File: config.mk
export PLATFORM = sky130hd
export DESIGN_NAME = dma_copy_engine
export DESIGN_NICKNAME = d
export VERILOG_FILES = /design/src/rtl/dma_pkg.sv /design/src/rtl/dma_word_fifo.sv /design/src/rtl/dma_req_frontend.sv /design/src/rtl/dma_read_engine.sv /design/src/rtl/dma_write_engine.sv /design/src/rtl/dma_copy_engine.sv
export SDC_FILE = /design/constraint.sdc
export NUM_CORES = 1
export LEC_CHECK = 0
export BUFFER_PORTS_ARGS = -buffer_cell sky130_fd_sc_hd__buf_4
export CORE_MARGIN = 5
export CORE_UTILIZATION = 35
export DETAILED_ROUTE_END_ITERATION = 8
export SLEW_MARGIN = 0
export SYNTH_ARGS = -nofsm -noshare
export SYNTH_HDL_FRONTEND = slang
export SYNTH_SLANG_ARGS = --single-unit
File: constraint.sdc
create_clock -name clk_i -period 4.5 [get_ports clk_i]
set_input_delay 0.225 -clock clk_i [delete_from_list [all_inputs] [get_ports clk_i]]
set_output_delay 0.225 -clock clk_i [all_outputs]
set_load 0.05 [all_outputs]
File: src/rtl/dma_pkg.sv
// Width constants, vector typedefs and FSM state enums of the copy engine
package dma_pkg;

    // ----------------------------------------------------------
    // Widths
    // ----------------------------------------------------------
    // Word address width, addresses count words and not bytes
    localparam int unsigned AddrWidth  = 16;
    // Data word width
    localparam int unsigned DataWidth  = 32;
    // Transfer length width, counted in words
    localparam int unsigned TfLenWidth = 8;

    // ----------------------------------------------------------
    // Vector types
    // ----------------------------------------------------------
    typedef logic [AddrWidth-1:0]  addr_t;
    typedef logic [DataWidth-1:0]  data_t;
    typedef logic [TfLenWidth-1:0] tf_len_t;

    // ----------------------------------------------------------
    // State machines
    // ----------------------------------------------------------
    // Front end: wait for host, hand out jobs, acknowledge host
    typedef enum logic [1:0] {
        FE_IDLE, FE_DISPATCH, FE_HOST_ACK
    } front_state_e;

    // Write engine: wait for job, write words, respond to host
    typedef enum logic [1:0] {
        WR_IDLE, WR_WRITE, WR_RESPOND, WR_RSP_WAIT
    } wr_state_e;

endpackage

File: src/rtl/dma_word_fifo.sv
// Word buffer: circular first-word fall-through FIFO with free-slot count
`timescale 1ns/1ps

module dma_word_fifo #(
    parameter int unsigned BufferDepth = 4
) (
    input  logic                             clk_i,
    input  logic                             arst_n_i,
    input  logic                             push_i,
    input  dma_pkg::data_t                   wdata_i,
    input  logic                             pop_i,
    output dma_pkg::data_t                   rdata_o,
    output logic                             full_o,
    output logic                             empty_o,
    output logic [dma_pkg::TfLenWidth-1:0]   free_o
);

    import dma_pkg::*;

    // Pointer needs at least one bit even for a single entry
    localparam int unsigned PtrWidth = (BufferDepth > 1) ? $clog2(BufferDepth) : 1;
    localparam int unsigned CntWidth = $clog2(BufferDepth + 1);

    data_t                 mem_q [BufferDepth];
    logic [PtrWidth-1:0]   wr_ptr_q, rd_ptr_q;
    logic [CntWidth-1:0]   count_q;
    logic                  do_push, do_pop;

    // Ignore pushes into a full and pops from an empty buffer
    assign do_push = push_i & ~full_o;
    assign do_pop  = pop_i & ~empty_o;

    assign full_o  = (count_q == CntWidth'(BufferDepth));
    assign empty_o = (count_q == '0);
    assign free_o  = TfLenWidth'(BufferDepth - count_q);

    // Head word is visible without a pop
    assign rdata_o = mem_q[rd_ptr_q];

    // ----------------------------------------------------------
    // Pointers and occupancy
    // ----------------------------------------------------------
    always_ff @(posedge clk_i or negedge arst_n_i) begin
        if (!arst_n_i) begin
            wr_ptr_q <= '0;
            rd_ptr_q <= '0;
            count_q  <= '0;
        end else begin
            // Explicit wrap, depth need not be a power of two
            if (do_push) begin
                wr_ptr_q <= (wr_ptr_q == PtrWidth'(BufferDepth - 1)) ? '0 : wr_ptr_q + 1'b1;
            end
            if (do_pop) begin
                rd_ptr_q <= (rd_ptr_q == PtrWidth'(BufferDepth - 1)) ? '0 : rd_ptr_q + 1'b1;
            end
            // Simultaneous push and pop leave the count alone
            if (do_push && !do_pop) begin
                count_q <= count_q + 1'b1;
            end else if (do_pop && !do_push) begin
                count_q <= count_q - 1'b1;
            end
        end
    end

    // Storage
    always_ff @(posedge clk_i) begin
        if (do_push) begin
            mem_q[wr_ptr_q] <= wdata_i;
        end
    end

endmodule

File: src/rtl/dma_req_frontend.sv
// Host request intake, zero-length rejection and dispatch of read and write jobs
`timescale 1ns/1ps

module dma_req_frontend (
    input  logic              clk_i,
    input  logic              arst_n_i,
    // Host request
    input  logic              req_i,
    input  dma_pkg::addr_t    src_addr_i,
    input  dma_pkg::addr_t    dst_addr_i,
    input  dma_pkg::tf_len_t  len_i,
    output logic              ack_o,
    // Read job
    output logic              rd_job_req_o,
    output dma_pkg::addr_t    rd_job_src_o,
    output dma_pkg::tf_len_t  rd_job_len_o,
    input  logic              rd_job_ack_i,
    // Write job
    output logic              wr_job_req_o,
    output dma_pkg::addr_t    wr_job_dst_o,
    output dma_pkg::tf_len_t  wr_job_len_o,
    output logic              wr_job_reject_o,
    input  logic              wr_job_ack_i,
    output logic              busy_o
);

    import dma_pkg::*;

    front_state_e state_q, state_d;

    // Latched request
    addr_t   src_q, dst_q;
    tf_len_t len_q;
    logic    reject_q;

    // Set once the engine has acknowledged its job
    logic    rd_acked_q, wr_acked_q;
    logic    rd_done, wr_done;

    // Job requests stay up until the engine acknowledges
    assign rd_job_req_o = (state_q == FE_DISPATCH) & ~rd_acked_q & ~reject_q;
    assign wr_job_req_o = (state_q == FE_DISPATCH) & ~wr_acked_q;

    // Handshake is complete once the ack has fallen again
    // a rejected transfer never needs a read job
    assign rd_done = reject_q | (rd_acked_q & ~rd_job_ack_i);
    assign wr_done = wr_acked_q & ~wr_job_ack_i;

    assign rd_job_src_o    = src_q;
    assign rd_job_len_o    = len_q;
    assign wr_job_dst_o    = dst_q;
    assign wr_job_len_o    = len_q;
    assign wr_job_reject_o = reject_q;

    assign ack_o  = (state_q == FE_HOST_ACK);
    assign busy_o = (state_q != FE_IDLE);

    // ----------------------------------------------------------
    // Next state
    // ----------------------------------------------------------
    always_comb begin
        state_d = state_q;
        case (state_q)
            FE_IDLE: begin
                if (req_i) begin
                    state_d = FE_DISPATCH;
                end
            end
            FE_DISPATCH: begin
                // Both jobs handed over before the host sees ack
                if (rd_done && wr_done) begin
                    state_d = FE_HOST_ACK;
                end
            end
            FE_HOST_ACK: begin
                if (!req_i) begin
                    state_d = FE_IDLE;
                end
            end
            default: state_d = FE_IDLE;
        endcase
    end

    // ----------------------------------------------------------
    // State and handshake flags
    // ----------------------------------------------------------
    always_ff @(posedge clk_i or negedge arst_n_i) begin
        if (!arst_n_i) begin
            state_q    <= FE_IDLE;
            rd_acked_q <= 1'b0;
            wr_acked_q <= 1'b0;
            reject_q   <= 1'b0;
        end else begin
            state_q <= state_d;
            if (state_q == FE_IDLE && req_i) begin
                rd_acked_q <= 1'b0;
                wr_acked_q <= 1'b0;
                // Zero-length transfers get an error response only
                reject_q   <= (len_i == '0);
            end
            if (rd_job_req_o && rd_job_ack_i) begin
                rd_acked_q <= 1'b1;
            end
            if (wr_job_req_o && wr_job_ack_i) begin
                wr_acked_q <= 1'b1;
            end
        end
    end

    // Request payload
    always_ff @(posedge clk_i) begin
        if (state_q == FE_IDLE && req_i) begin
            src_q <= src_addr_i;
            dst_q <= dst_addr_i;
            len_q <= len_i;
        end
    end

endmodule

File: src/rtl/dma_read_engine.sv
// Read engine: source word reads with buffer back-pressure, returned words go to the buffer
`timescale 1ns/1ps

module dma_read_engine (
    input  logic              clk_i,
    input  logic              arst_n_i,
    // Job from the front end
    input  logic              job_req_i,
    input  dma_pkg::addr_t    job_src_i,
    input  dma_pkg::tf_len_t  job_len_i,
    output logic              job_ack_o,
    // Memory read port
    output logic              rd_req_o,
    output dma_pkg::addr_t    rd_addr_o,
    input  logic              rd_gnt_i,
    input  logic              rd_rvalid_i,
    input  dma_pkg::data_t    rd_rdata_i,
    // Word buffer
    output logic              push_o,
    output dma_pkg::data_t    push_data_o,
    input  dma_pkg::tf_len_t  buf_free_i,
    output logic              busy_o
);

    import dma_pkg::*;

    logic    active_q;
    logic    job_ack_q;
    addr_t   addr_q;
    tf_len_t remaining_q;
    // Granted reads whose data has not come back yet
    tf_len_t outstanding_q;
    logic    job_take, rd_fire;

    // New job only when idle and the last handshake has closed
    assign job_take = job_req_i & ~active_q & ~job_ack_q;
    assign rd_fire  = rd_req_o & rd_gnt_i;

    // Keep a slot free for every read still in flight
    assign rd_req_o  = active_q & (remaining_q != '0) & (buf_free_i > outstanding_q);
    assign rd_addr_o = addr_q;
    assign job_ack_o = job_ack_q;

    // Returned data is pushed as is
    assign push_o      = rd_rvalid_i;
    assign push_data_o = rd_rdata_i;

    assign busy_o = active_q | (outstanding_q != '0);

    always_ff @(posedge clk_i or negedge arst_n_i) begin
        if (!arst_n_i) begin
            active_q      <= 1'b0;
            job_ack_q     <= 1'b0;
            addr_q        <= '0;
            remaining_q   <= '0;
            outstanding_q <= '0;
        end else begin
            // ----------------------------------------------------------
            // Job handshake
            // ----------------------------------------------------------
            if (job_take) begin
                active_q    <= 1'b1;
                job_ack_q   <= 1'b1;
                addr_q      <= job_src_i;
                remaining_q <= job_len_i;
            end else if (job_ack_q && !job_req_i) begin
                job_ack_q <= 1'b0;
            end
            // One word per grant; job ends with the last grant
            if (rd_fire) begin
                addr_q      <= addr_q + 1'b1;
                remaining_q <= remaining_q - 1'b1;
                if (remaining_q == tf_len_t'(1)) begin
                    active_q <= 1'b0;
                end
            end
            // In-flight count, data returns one cycle after the grant
            if (rd_fire && !rd_rvalid_i) begin
                outstanding_q <= outstanding_q + 1'b1;
            end else if (rd_rvalid_i && !rd_fire) begin
                outstanding_q <= outstanding_q - 1'b1;
            end
        end
    end

endmodule

File: src/rtl/dma_write_engine.sv
// Write engine: buffer pops, destination writes and the host response handshake
`timescale 1ns/1ps

module dma_write_engine (
    input  logic              clk_i,
    input  logic              arst_n_i,
    // Job from the front end
    input  logic              job_req_i,
    input  dma_pkg::addr_t    job_dst_i,
    input  dma_pkg::tf_len_t  job_len_i,
    input  logic              job_reject_i,
    output logic              job_ack_o,
    // Word buffer
    output logic              pop_o,
    input  dma_pkg::data_t    pop_data_i,
    input  logic              buf_empty_i,
    // Memory write port
    output logic              wr_req_o,
    output dma_pkg::addr_t    wr_addr_o,
    output dma_pkg::data_t    wr_wdata_o,
    input  logic              wr_gnt_i,
    // Host response
    output logic              rsp_req_o,
    input  logic              rsp_ack_i,
    output logic              rsp_error_o,
    output logic              busy_o
);

    import dma_pkg::*;

    wr_state_e state_q, state_d;
    logic      job_ack_q;
    logic      error_q;
    addr_t     addr_q;
    tf_len_t   remaining_q;
    logic      job_take, wr_fire;

    assign job_take = job_req_i & (state_q == WR_IDLE) & ~job_ack_q;
    assign wr_fire  = wr_req_o & wr_gnt_i;

    // Head of buffer is the write data, popped on grant
    // only the write engine pops, so the head stays put while waiting
    assign wr_req_o   = (state_q == WR_WRITE) & ~buf_empty_i;
    assign wr_addr_o  = addr_q;
    assign wr_wdata_o = pop_data_i;
    assign pop_o      = wr_fire;

    assign rsp_req_o   = (state_q == WR_RESPOND);
    assign rsp_error_o = error_q;
    assign job_ack_o   = job_ack_q;
    assign busy_o      = (state_q != WR_IDLE);

    // ----------------------------------------------------------
    // Next state
    // ----------------------------------------------------------
    always_comb begin
        state_d = state_q;
        case (state_q)
            WR_IDLE: begin
                // Rejected jobs skip straight to the response
                if (job_take) begin
                    state_d = job_reject_i ? WR_RESPOND : WR_WRITE;
                end
            end
            WR_WRITE: begin
                if (wr_fire && remaining_q == tf_len_t'(1)) begin
                    state_d = WR_RESPOND;
                end
            end
            WR_RESPOND: begin
                if (rsp_ack_i) begin
                    state_d = WR_RSP_WAIT;
                end
            end
            WR_RSP_WAIT: begin
                if (!rsp_ack_i) begin
                    state_d = WR_IDLE;
                end
            end
            default: state_d = WR_IDLE;
        endcase
    end

    // ----------------------------------------------------------
    // Registers
    // ----------------------------------------------------------
    always_ff @(posedge clk_i or negedge arst_n_i) begin
        if (!arst_n_i) begin
            state_q     <= WR_IDLE;
            job_ack_q   <= 1'b0;
            error_q     <= 1'b0;
            addr_q      <= '0;
            remaining_q <= '0;
        end else begin
            state_q <= state_d;
            if (job_take) begin
                job_ack_q   <= 1'b1;
                error_q     <= job_reject_i;
                addr_q      <= job_dst_i;
                remaining_q <= job_len_i;
            end else if (job_ack_q && !job_req_i) begin
                job_ack_q <= 1'b0;
            end
            // Consecutive destination words
            if (wr_fire) begin
                addr_q      <= addr_q + 1'b1;
                remaining_q <= remaining_q - 1'b1;
            end
        end
    end

endmodule

File: src/rtl/dma_copy_engine.sv
// Top level of the copy engine: front end, read engine, word buffer and write engine
`timescale 1ns/1ps

module dma_copy_engine #(
    parameter int unsigned BufferDepth = 4
) (
    input  logic              clk_i,
    input  logic              arst_n_i,
    // Host request
    input  logic              req_i,
    input  dma_pkg::addr_t    src_addr_i,
    input  dma_pkg::addr_t    dst_addr_i,
    input  dma_pkg::tf_len_t  len_i,
    output logic              ack_o,
    // Host response
    output logic              rsp_req_o,
    input  logic              rsp_ack_i,
    output logic              rsp_error_o,
    // Memory read port
    output logic              rd_req_o,
    output dma_pkg::addr_t    rd_addr_o,
    input  logic              rd_gnt_i,
    input  logic              rd_rvalid_i,
    input  dma_pkg::data_t    rd_rdata_i,
    // Memory write port
    output logic              wr_req_o,
    output dma_pkg::addr_t    wr_addr_o,
    output dma_pkg::data_t    wr_wdata_o,
    input  logic              wr_gnt_i,
    output logic              busy_o
);

    import dma_pkg::*;

    // Job channels
    logic    rd_job_req, rd_job_ack;
    addr_t   rd_job_src;
    tf_len_t rd_job_len;
    logic    wr_job_req, wr_job_ack, wr_job_reject;
    addr_t   wr_job_dst;
    tf_len_t wr_job_len;

    // Buffer signals
    logic    push, pop, buf_empty;
    data_t   push_data, pop_data;
    tf_len_t buf_free;

    logic    fe_busy, rd_busy, wr_busy;

    // Any stage still working keeps the engine busy
    assign busy_o = fe_busy | rd_busy | wr_busy;

    dma_req_frontend i_frontend (
        .clk_i, .arst_n_i, .req_i, .src_addr_i, .dst_addr_i, .len_i, .ack_o,
        .rd_job_req_o (rd_job_req), .rd_job_src_o (rd_job_src), .rd_job_len_o (rd_job_len),
        .rd_job_ack_i (rd_job_ack), .wr_job_req_o (wr_job_req), .wr_job_dst_o (wr_job_dst),
        .wr_job_len_o (wr_job_len), .wr_job_reject_o (wr_job_reject),
        .wr_job_ack_i (wr_job_ack), .busy_o (fe_busy)
    );

    dma_read_engine i_read_engine (
        .clk_i, .arst_n_i, .job_req_i (rd_job_req), .job_src_i (rd_job_src),
        .job_len_i (rd_job_len), .job_ack_o (rd_job_ack), .rd_req_o, .rd_addr_o, .rd_gnt_i,
        .rd_rvalid_i, .rd_rdata_i, .push_o (push), .push_data_o (push_data),
        .buf_free_i (buf_free), .busy_o (rd_busy)
    );

    dma_word_fifo #(
        .BufferDepth (BufferDepth)
    ) i_word_fifo (
        .clk_i, .arst_n_i, .push_i (push), .wdata_i (push_data), .pop_i (pop),
        .rdata_o (pop_data), .full_o (), .empty_o (buf_empty), .free_o (buf_free)
    );

    dma_write_engine i_write_engine (
        .clk_i, .arst_n_i, .job_req_i (wr_job_req), .job_dst_i (wr_job_dst),
        .job_len_i (wr_job_len), .job_reject_i (wr_job_reject), .job_ack_o (wr_job_ack),
        .pop_o (pop), .pop_data_i (pop_data), .buf_empty_i (buf_empty), .wr_req_o,
        .wr_addr_o, .wr_wdata_o, .wr_gnt_i, .rsp_req_o, .rsp_ack_i, .rsp_error_o,
        .busy_o (wr_busy)
    );

endmodule

==> flow_metrics.env, run 1 <==
export IMPL_p_per_area_nw_per_um2=736
export IMPL_netlist_area_um2=10400
export IMPL_synth_edf_count=168
export IMPL_drive_gt1_frac=0.248
export IMPL_max_stage_delay_ns=0.47
export IMPL_grt_usage=0.139
export IMPL_hpwl_um=15400
export IMPL_crit_family="compound AO/OA/AOI/OAI gates"
export IMPL_crit_path_top_delay_cell="dfrtp_1"
export IMPL_final_common_cell="edfxtp_1"
export IMPL_grt_pass1_vias=7053
export IMPL_die_area_um2=33300
export IMPL_viasPerCell=5.05
export IMPL_fp_coreArea_um2=29500
export IMPL_mostFrequentLayoutCells="edfxtp_1 (168), buf_4 (161), dlygate4sd3_1 (74)"
export IMPL_setup_slack_ns=0.432
export IMPL_tns_ns=0
export IMPL_relSlewSlack=0.372
export IMPL_synth_top_family_by_area="simple AND/OR/NAND/NOR gates"
export IMPL_postRouteAntennaNets=0
export IMPL_dp_slack_ns=0.418
export IMPL_cellLeakagePower_nw=5.18
export IMPL_maxSlewViolCount=0
export IMPL_drv_cap=0
export IMPL_crit_chain="inv_1, ha_1, ha_1, inv_1, ha_1, a21oi_1, a22oi_1, o211a_1, o2111ai_2, inv_1, ha_1, inv_1, ha_1, nor2b_1, o21ai_0, a21boi_0, o21ai_0, a21boi_0, o31ai_1"
export IMPL_synth_seq_area_share=0.662
export IMPL_fmax_ghz=0.246
export IMPL_grt_overflow=0
export IMPL_status="complete, no violations"
export IMPL_synth_avg_cell_area_um2=14.1
export IMPL_crit_required_ns=4.92
export IMPL_crit_path_end_kind="flip-flop"
export IMPL_worst_path_buf_inv=4
export IMPL_gp_congestion=0.794
export IMPL_cts_resized_gates=0
export IMPL_cts_sinks=242
export IMPL_critPathMostFrequentCell="ha_1"
export IMPL_ctsHtreeMaxLevel=1
export IMPL_diodes=0
export IMPL_final_hold_violation_count=0
export IMPL_rsz0062_at_grt="no"
export IMPL_synth_fp_nets=852
export IMPL_cp_max_fo=7
export IMPL_wl_per_cell_um=17.2
export IMPL_synth_seq_cells=242
export IMPL_final_core_util=0.462
export IMPL_hold_path_class="in -> reg"
export IMPL_vias=7005
export IMPL_total_power_mw=10.0
export IMPL_synth_adder_area_share=0.0423
export IMPL_setup_viol=0
export IMPL_clkTransAtPathRegs_ns=0.06
export IMPL_fp_dieH_um=183
export IMPL_syn_to_final_growth_pct=30.6
export IMPL_synthMuxAreaShare=0.0764
export IMPL_ios=149
export IMPL_cts_tree="done"
export IMPL_fin_nets=1090
export IMPL_layout_worst_path_cycle_share=0.904
export IMPL_root_buffer="clkbuf_16"
export IMPL_cts_buffers_inserted=26
export IMPL_synth_cell_types=66
export IMPL_drtIter0Drc=345
export IMPL_grt_max_degree=42
export IMPL_grt_first_pass_wirelength_um=37800
export IMPL_first_pass_iters=4
export IMPL_clock_latency_ns=0.52
export IMPL_syn_inst=739
export IMPL_dieWidth_um=183
export IMPL_arrival_ns=4.49
export IMPL_port_buffers=148
export IMPL_tightest_slew_ns=0.941
export IMPL_initial_core_util=0.353
export IMPL_async_reset_ff_frac=0.306
export IMPL_fp_row_count=63
export IMPL_yosys_warnings=0
export IMPL_synth_compound_area_frac=0.0805
export IMPL_ys_flop_type="edfxtp_1"
export IMPL_synth_simple_area_share=0.109
export IMPL_finalWorstPathRequiredPeriod_ns=4.07
export IMPL_clock_skew_ns=0.0160
export IMPL_drc=0
export IMPL_ir_worst_vdd_uv=467
export IMPL_grt_antenna_before_repair=1
export IMPL_start_kind="flip-flop"
export IMPL_wl_um=23800
export IMPL_synth_xor_area_frac=0.00757
export IMPL_cts_buffer_depth=3
export IMPL_criticalPathCategory="reg -> reg"
## area by class of cell
class / instances / area, um^2
multi-input cells: 439 / 3300
well taps: 390 / 488
clock inverters: 17 / 160
clock buffers: 30 / 687
fillers: 2638 / 15900
inverters: 33 / 124
repair buffers: 235 / 1950
flip-flops and latches: 242 / 6900
## cells in the mapped netlist (3+ instances only)
library cell	number	share of area
edfxtp_1	168	0.48
dfrtp_1	74	0.18
nand2_1	66	0.024
nor2_1	58	0.021
nor3_1	44	0.021
ha_1	32	0.038
inv_1	32	0.012
mux4_2	32	0.069
a21oi_1	27	0.013
o21ai_0	24	0.012
nand3_1	18	0.0086
clkbuf_1	14	0.0050
o22ai_1	12	0.0072
a211oi_1	9	0.0065
buf_2	8	0.0038
nor4_1	7	0.0042
or3_1	7	0.0042
and2_1	6	0.0036
o32ai_1	6	0.0050
xnor2_1	6	0.0050
a221o_1	5	0.0048
nand4_1	5	0.0030
o31ai_1	5	0.0036
nor3b_1	4	0.0029
o211a_1	4	0.0038
a211o_1	3	0.0025
a22oi_1	3	0.0022
a311oi_1	3	0.0025
and3_1	3	0.0018
mux2i_1	3	0.0029
o311ai_1	3	0.0025
xor2_1	3	0.0025
## routing by layer
metal	GRT usage	wire length, um
met1	0.190	10600
met2	0.231	11400
met3	0.0287	1460
met4	0.0306	340
met5	0	13
## kinds of logic after synthesis
logic type,after synthesis
AOI/OAI and AO/OA,122
and+or+nand+nor,236
adders and majority gates,34
buffers and inverters,58
muxes,38
xor gates and xnor gates,9
DFF,242
## report_power, final
part           switching (mW)  leakage (nW)  internal (mW)
Clock                   0.844         0.418           1.26
Combinational            2.80          2.36           1.60
Sequential              0.468          2.40           3.03
Total                    4.11          5.18           5.90
## stage by stage
stage	hold slack, ns	cells	instance area [um^2]
2_1_floorplan	-0.0706	739	10400
3_3_place_gp	0.240	1265	12000
3_5_place_dp	0.243	1265	12000
4_1_cts	0.177	1386	13600
5_1_grt	0.247	1386	13600
6_report	0.203	1386	13600
## worst register-to-register path: stages (launching register included)
cell       delay [ns]
dfrtp_1          0.47
inv_1            0.10
ha_1             0.23
ha_1             0.28
inv_1            0.04
ha_1             0.30
a21oi_1          0.17
a22oi_1          0.08
o211a_1          0.26
o2111ai_2        0.18
inv_1            0.08
ha_1             0.23
inv_1            0.21
ha_1             0.28
nor2b_1          0.13
o21ai_0          0.21
a21boi_0         0.16
o21ai_0          0.21
a21boi_0         0.12
o31ai_1          0.22
## path summary, 6_finish.rpt
check / startpoint / endpoint / slack, ns / cells past startpoint
setup / recovery: i_word_fifo.count_q[0] / i_read_engine.outstanding_q[6] / 0.43 / 19
hold / removal: rsp_ack_i / i_write_engine.state_q[1] / 0.20 / 5
setup reg to reg: i_word_fifo.count_q[0] / i_read_engine.outstanding_q[6] / 0.43 / 19
hold reg to reg: i_frontend.rd_job_src_o[11] / i_read_engine.rd_addr_o[11] / 0.47 / 2
max in group asynchronous: arst_n_i / i_word_fifo.rd_ptr_q[0] / 3.36 / 3
min in group asynchronous: arst_n_i / i_read_engine.rd_addr_o[4] / 0.21 / 2
## registers in the layout, summed over array words and instances (netlist names), 2 cells and up
register and flops:
i_frontend.state_q 2, i_write_engine.state_q 2, i_read_engine.outstanding_q 8, i_word_fifo.wr_ptr_q 2, i_frontend.rd_job_len_o 8, i_frontend.rd_job_src_o 16
i_read_engine.rd_addr_o 16, i_frontend.wr_job_dst_o 16, i_write_engine.remaining_q 8, i_write_engine.wr_addr_o 16, i_word_fifo.mem_q 128, i_word_fifo.count_q 3
i_read_engine.remaining_q 8, i_word_fifo.rd_ptr_q 2
## what timing repair did
| item | 4_1_cts | 5_1_grt |
|---|---|---|
| buffers inserted | 0 | 0 |
| endpoints found under the hold margin | 207 | 0 |
| endpoints found under the setup margin | 0 | 0 |
| hold buffers | 74 | 0 |
No activity file was read; power rests on OpenSTA's default activity.
==> run 2, diff against run 1 <==
- CORE_UTILIZATION: 35 -> 24
- MAX_ROUTING_LAYER: unset -> met4
- SLEW_MARGIN: 0 -> 15
==> run 2 against run 1 <==
Register-to-register slack improved by 0.05 ns. Clock power rose by 3%. First-iteration DRC count rose by 31%. Total power increased by 1.3%. Sequential cell count stayed put. Non-clock buffer count down 4. Clock-buffer cell count rose by 5. Utilization is 14 points lower. Global-route usage is 2.8 points lower. Largest power group unchanged.
==> flow_metrics.env, run 2 (synthesis results as in run 1) <==
export IMPL_layout_worst_path_cycle_share=0.892
export IMPL_drive_gt1_frac=0.254
export IMPL_final_common_cell="edfxtp_1"
export IMPL_final_hold_violation_count=0
export IMPL_fp_row_count=76
export IMPL_min_delay_start="rsp_ack_i"
export IMPL_r2r_cells=19
export IMPL_drv_cap=0
export IMPL_relSlewSlack=0.326
export IMPL_hpwl_um=17200
export IMPL_dieWidth_um=218
export IMPL_p_seq_frac=0.350
export IMPL_hold_path_class="in -> reg"
export IMPL_crit_path_end_kind="flip-flop"
export IMPL_dpl_cell_count=1456
export IMPL_swShare=0.420
export IMPL_p_switching_mw=4.26
export IMPL_crit_required_ns=4.91
export IMPL_tns_ns=0
export IMPL_root_buffer="clkbuf_16"
export IMPL_fp_coreArea_um2=43000
export IMPL_hold_end="i_write_engine.state_q[1]"
export IMPL_p_per_area_nw_per_um2=730
export IMPL_pwr_share_clk=0.215
export IMPL_tightest_slew_ns=1.01
export IMPL_grt_overflow=0
export IMPL_ios=149
export IMPL_clkTransAtPathRegs_ns=0.06
export IMPL_maxSlewViolCount=0
export IMPL_p_comb_frac=0.435
export IMPL_dr_max_layer_used="met4"
export IMPL_start_kind="flip-flop"
export IMPL_internal_power_mw=5.87
export IMPL_stdcell_count=1584
export IMPL_drtIter0Drc=453
export IMPL_drc=0
export IMPL_grt_max_degree=42
export IMPL_wl_um=26200
export IMPL_wl_met1_um=11900
export IMPL_mostFrequentLayoutCells="edfxtp_1 (168), buf_4 (157), dlygate4sd3_1 (74)"
export IMPL_postRouteAntennaNets=0
export IMPL_cts_sinks=242
export IMPL_grt_antenna_before_repair=3
export IMPL_syn_to_final_growth_pct=33.2
export IMPL_wl_met3_um=1520
export IMPL_rsz0062_at_grt="no"
export IMPL_status="complete, no violations"
export IMPL_cp_max_fo=7
export IMPL_initial_core_util=0.242
export IMPL_grt_first_pass_wirelength_um=41100
export IMPL_ir_worst_vdd_uv=371
export IMPL_grt_pass1_vias=7231
export IMPL_whs_ns=0.186
export IMPL_placed_area_um2=12200
export IMPL_regMostFlops="i_word_fifo.mem_q"
export IMPL_viasPerCell=4.47
export IMPL_gp_congestion=0.772
export IMPL_r2r_slack_ns=0.49
export IMPL_setup_viol=0
export IMPL_finalWorstPathRequiredPeriod_ns=4.01
export IMPL_die_area_um2=47700
export IMPL_reg2reg_from="i_word_fifo.count_q[0]"
export IMPL_fin_area_um2=13900
export IMPL_cts_buffers_inserted=28
export IMPL_ctsHtreeMaxLevel=1
export IMPL_vias=7085
export IMPL_fmax_ghz=0.249
export IMPL_fill_cells=4300
export IMPL_cts_setup_buffers=0
export IMPL_cellLeakagePower_nw=5.18
export IMPL_wl_met2_um=12300
export IMPL_cts_tree="done"
export IMPL_arrival_ns=4.42
export IMPL_clock_latency_ns=0.57
export IMPL_first_pass_iters=5
export IMPL_final_core_util=0.323
export IMPL_wl_per_cell_um=16.5
export IMPL_largest_reg_flops=128
export IMPL_grt_usage=0.111
export IMPL_cts_buffer_depth=3
export IMPL_criticalPathCategory="reg -> reg"
export IMPL_clock_skew_ns=0.0289
export IMPL_fin_nets=1088
export IMPL_port_buffers=148
export IMPL_fp_dieH_um=218
export IMPL_hold_depth=5
export IMPL_r2r_end="i_read_engine.outstanding_q[6]"
run 2: per-stage QoR:
| stage | power (mW) | worst slack (ns) |
|---|---|---|
| final | 10.1 | 0.485 |
| after global routing | 10.8 | 0.0535 |
| after CTS | 10.3 | 0.391 |
| after detailed placement | 8.00 | 0.430 |
| after global placement | 7.90 | 0.562 |
| after floorplan | 6.66 | 0.501 |
run 2: power by group through the flow:
| stage | logic [mW] | registers, mW | clock network, mW |
|---|---|---|---|
| after global placement | 4.33 | 3.57 | 0 |
| after CTS | 4.47 | 3.56 | 2.24 |
| after global routing | 4.79 | 3.65 | 2.34 |
| final | 4.41 | 3.55 | 2.17 |
| after floorplan | 2.83 | 3.83 | 0 |
| after detailed placement | 4.40 | 3.60 | 0 |
run 2: worst max-delay path, cell delays in order, from the launching register on:
cell and delay [ns]:
dfrtp_2 0.43, inv_1 0.09, ha_1 0.22, ha_1 0.28, inv_1 0.04, ha_1 0.30, a21oi_1 0.17, a22oi_1 0.09
o211a_1 0.26, o2111ai_2 0.18, inv_1 0.08, ha_1 0.23, inv_1 0.21, ha_1 0.28, nor2b_1 0.13, o21ai_0 0.20
a21boi_0 0.16, o21ai_0 0.21, nor3b_1 0.23, o31ai_1 0.09
run 2: repair_timing:
item / CTS / global route
gates resized for setup: 0 / 1
hold buffers: 74 / 0
endpoints found under the hold margin: 207 / 0
setup endpoints to repair: 0 / 1
run 2: worst max-delay path by stage:
stage / start / endpoint / slack [ns] / cells past startpoint
final: i_word_fifo.count_q[0] / i_read_engine.outstanding_q[6] / 0.49 / 19
after floorplan: i_word_fifo.count_q[0] / i_read_engine.outstanding_q[7] / 0.50 / 21
after global placement: i_word_fifo.count_q[0] / i_read_engine.outstanding_q[6] / 0.56 / 19
after detailed placement: i_word_fifo.count_q[0] / i_read_engine.outstanding_q[6] / 0.43 / 19
after CTS: i_word_fifo.count_q[0] / i_read_engine.outstanding_q[6] / 0.39 / 19
after global routing: i_word_fifo.count_q[0] / i_read_engine.outstanding_q[6] / 0.05 / 19
run 2: area by class of cell:
type / instances / area (um^2) / share of cell area
antenna: 2 / 5.00 / 0.000361
clock inverter: 17 / 141 / 0.0102
clock buffer: 35 / 747 / 0.0538
timing repair buffer: 231 / 1920 / 0.138
inverter: 33 / 124 / 0.00893
multi-input combinational: 439 / 3300 / 0.238
sequential: 242 / 6900 / 0.497
tap: 585 / 732 / 0.0528
run 2: routing by layer:
layer | GRT usage | up-vias
met5 | - | -
met4 | 0.0232 | 0
met3 | 0.0240 | 38
met2 | 0.179 | 218
met1 | 0.145 | 3514
li1 | - | 3315
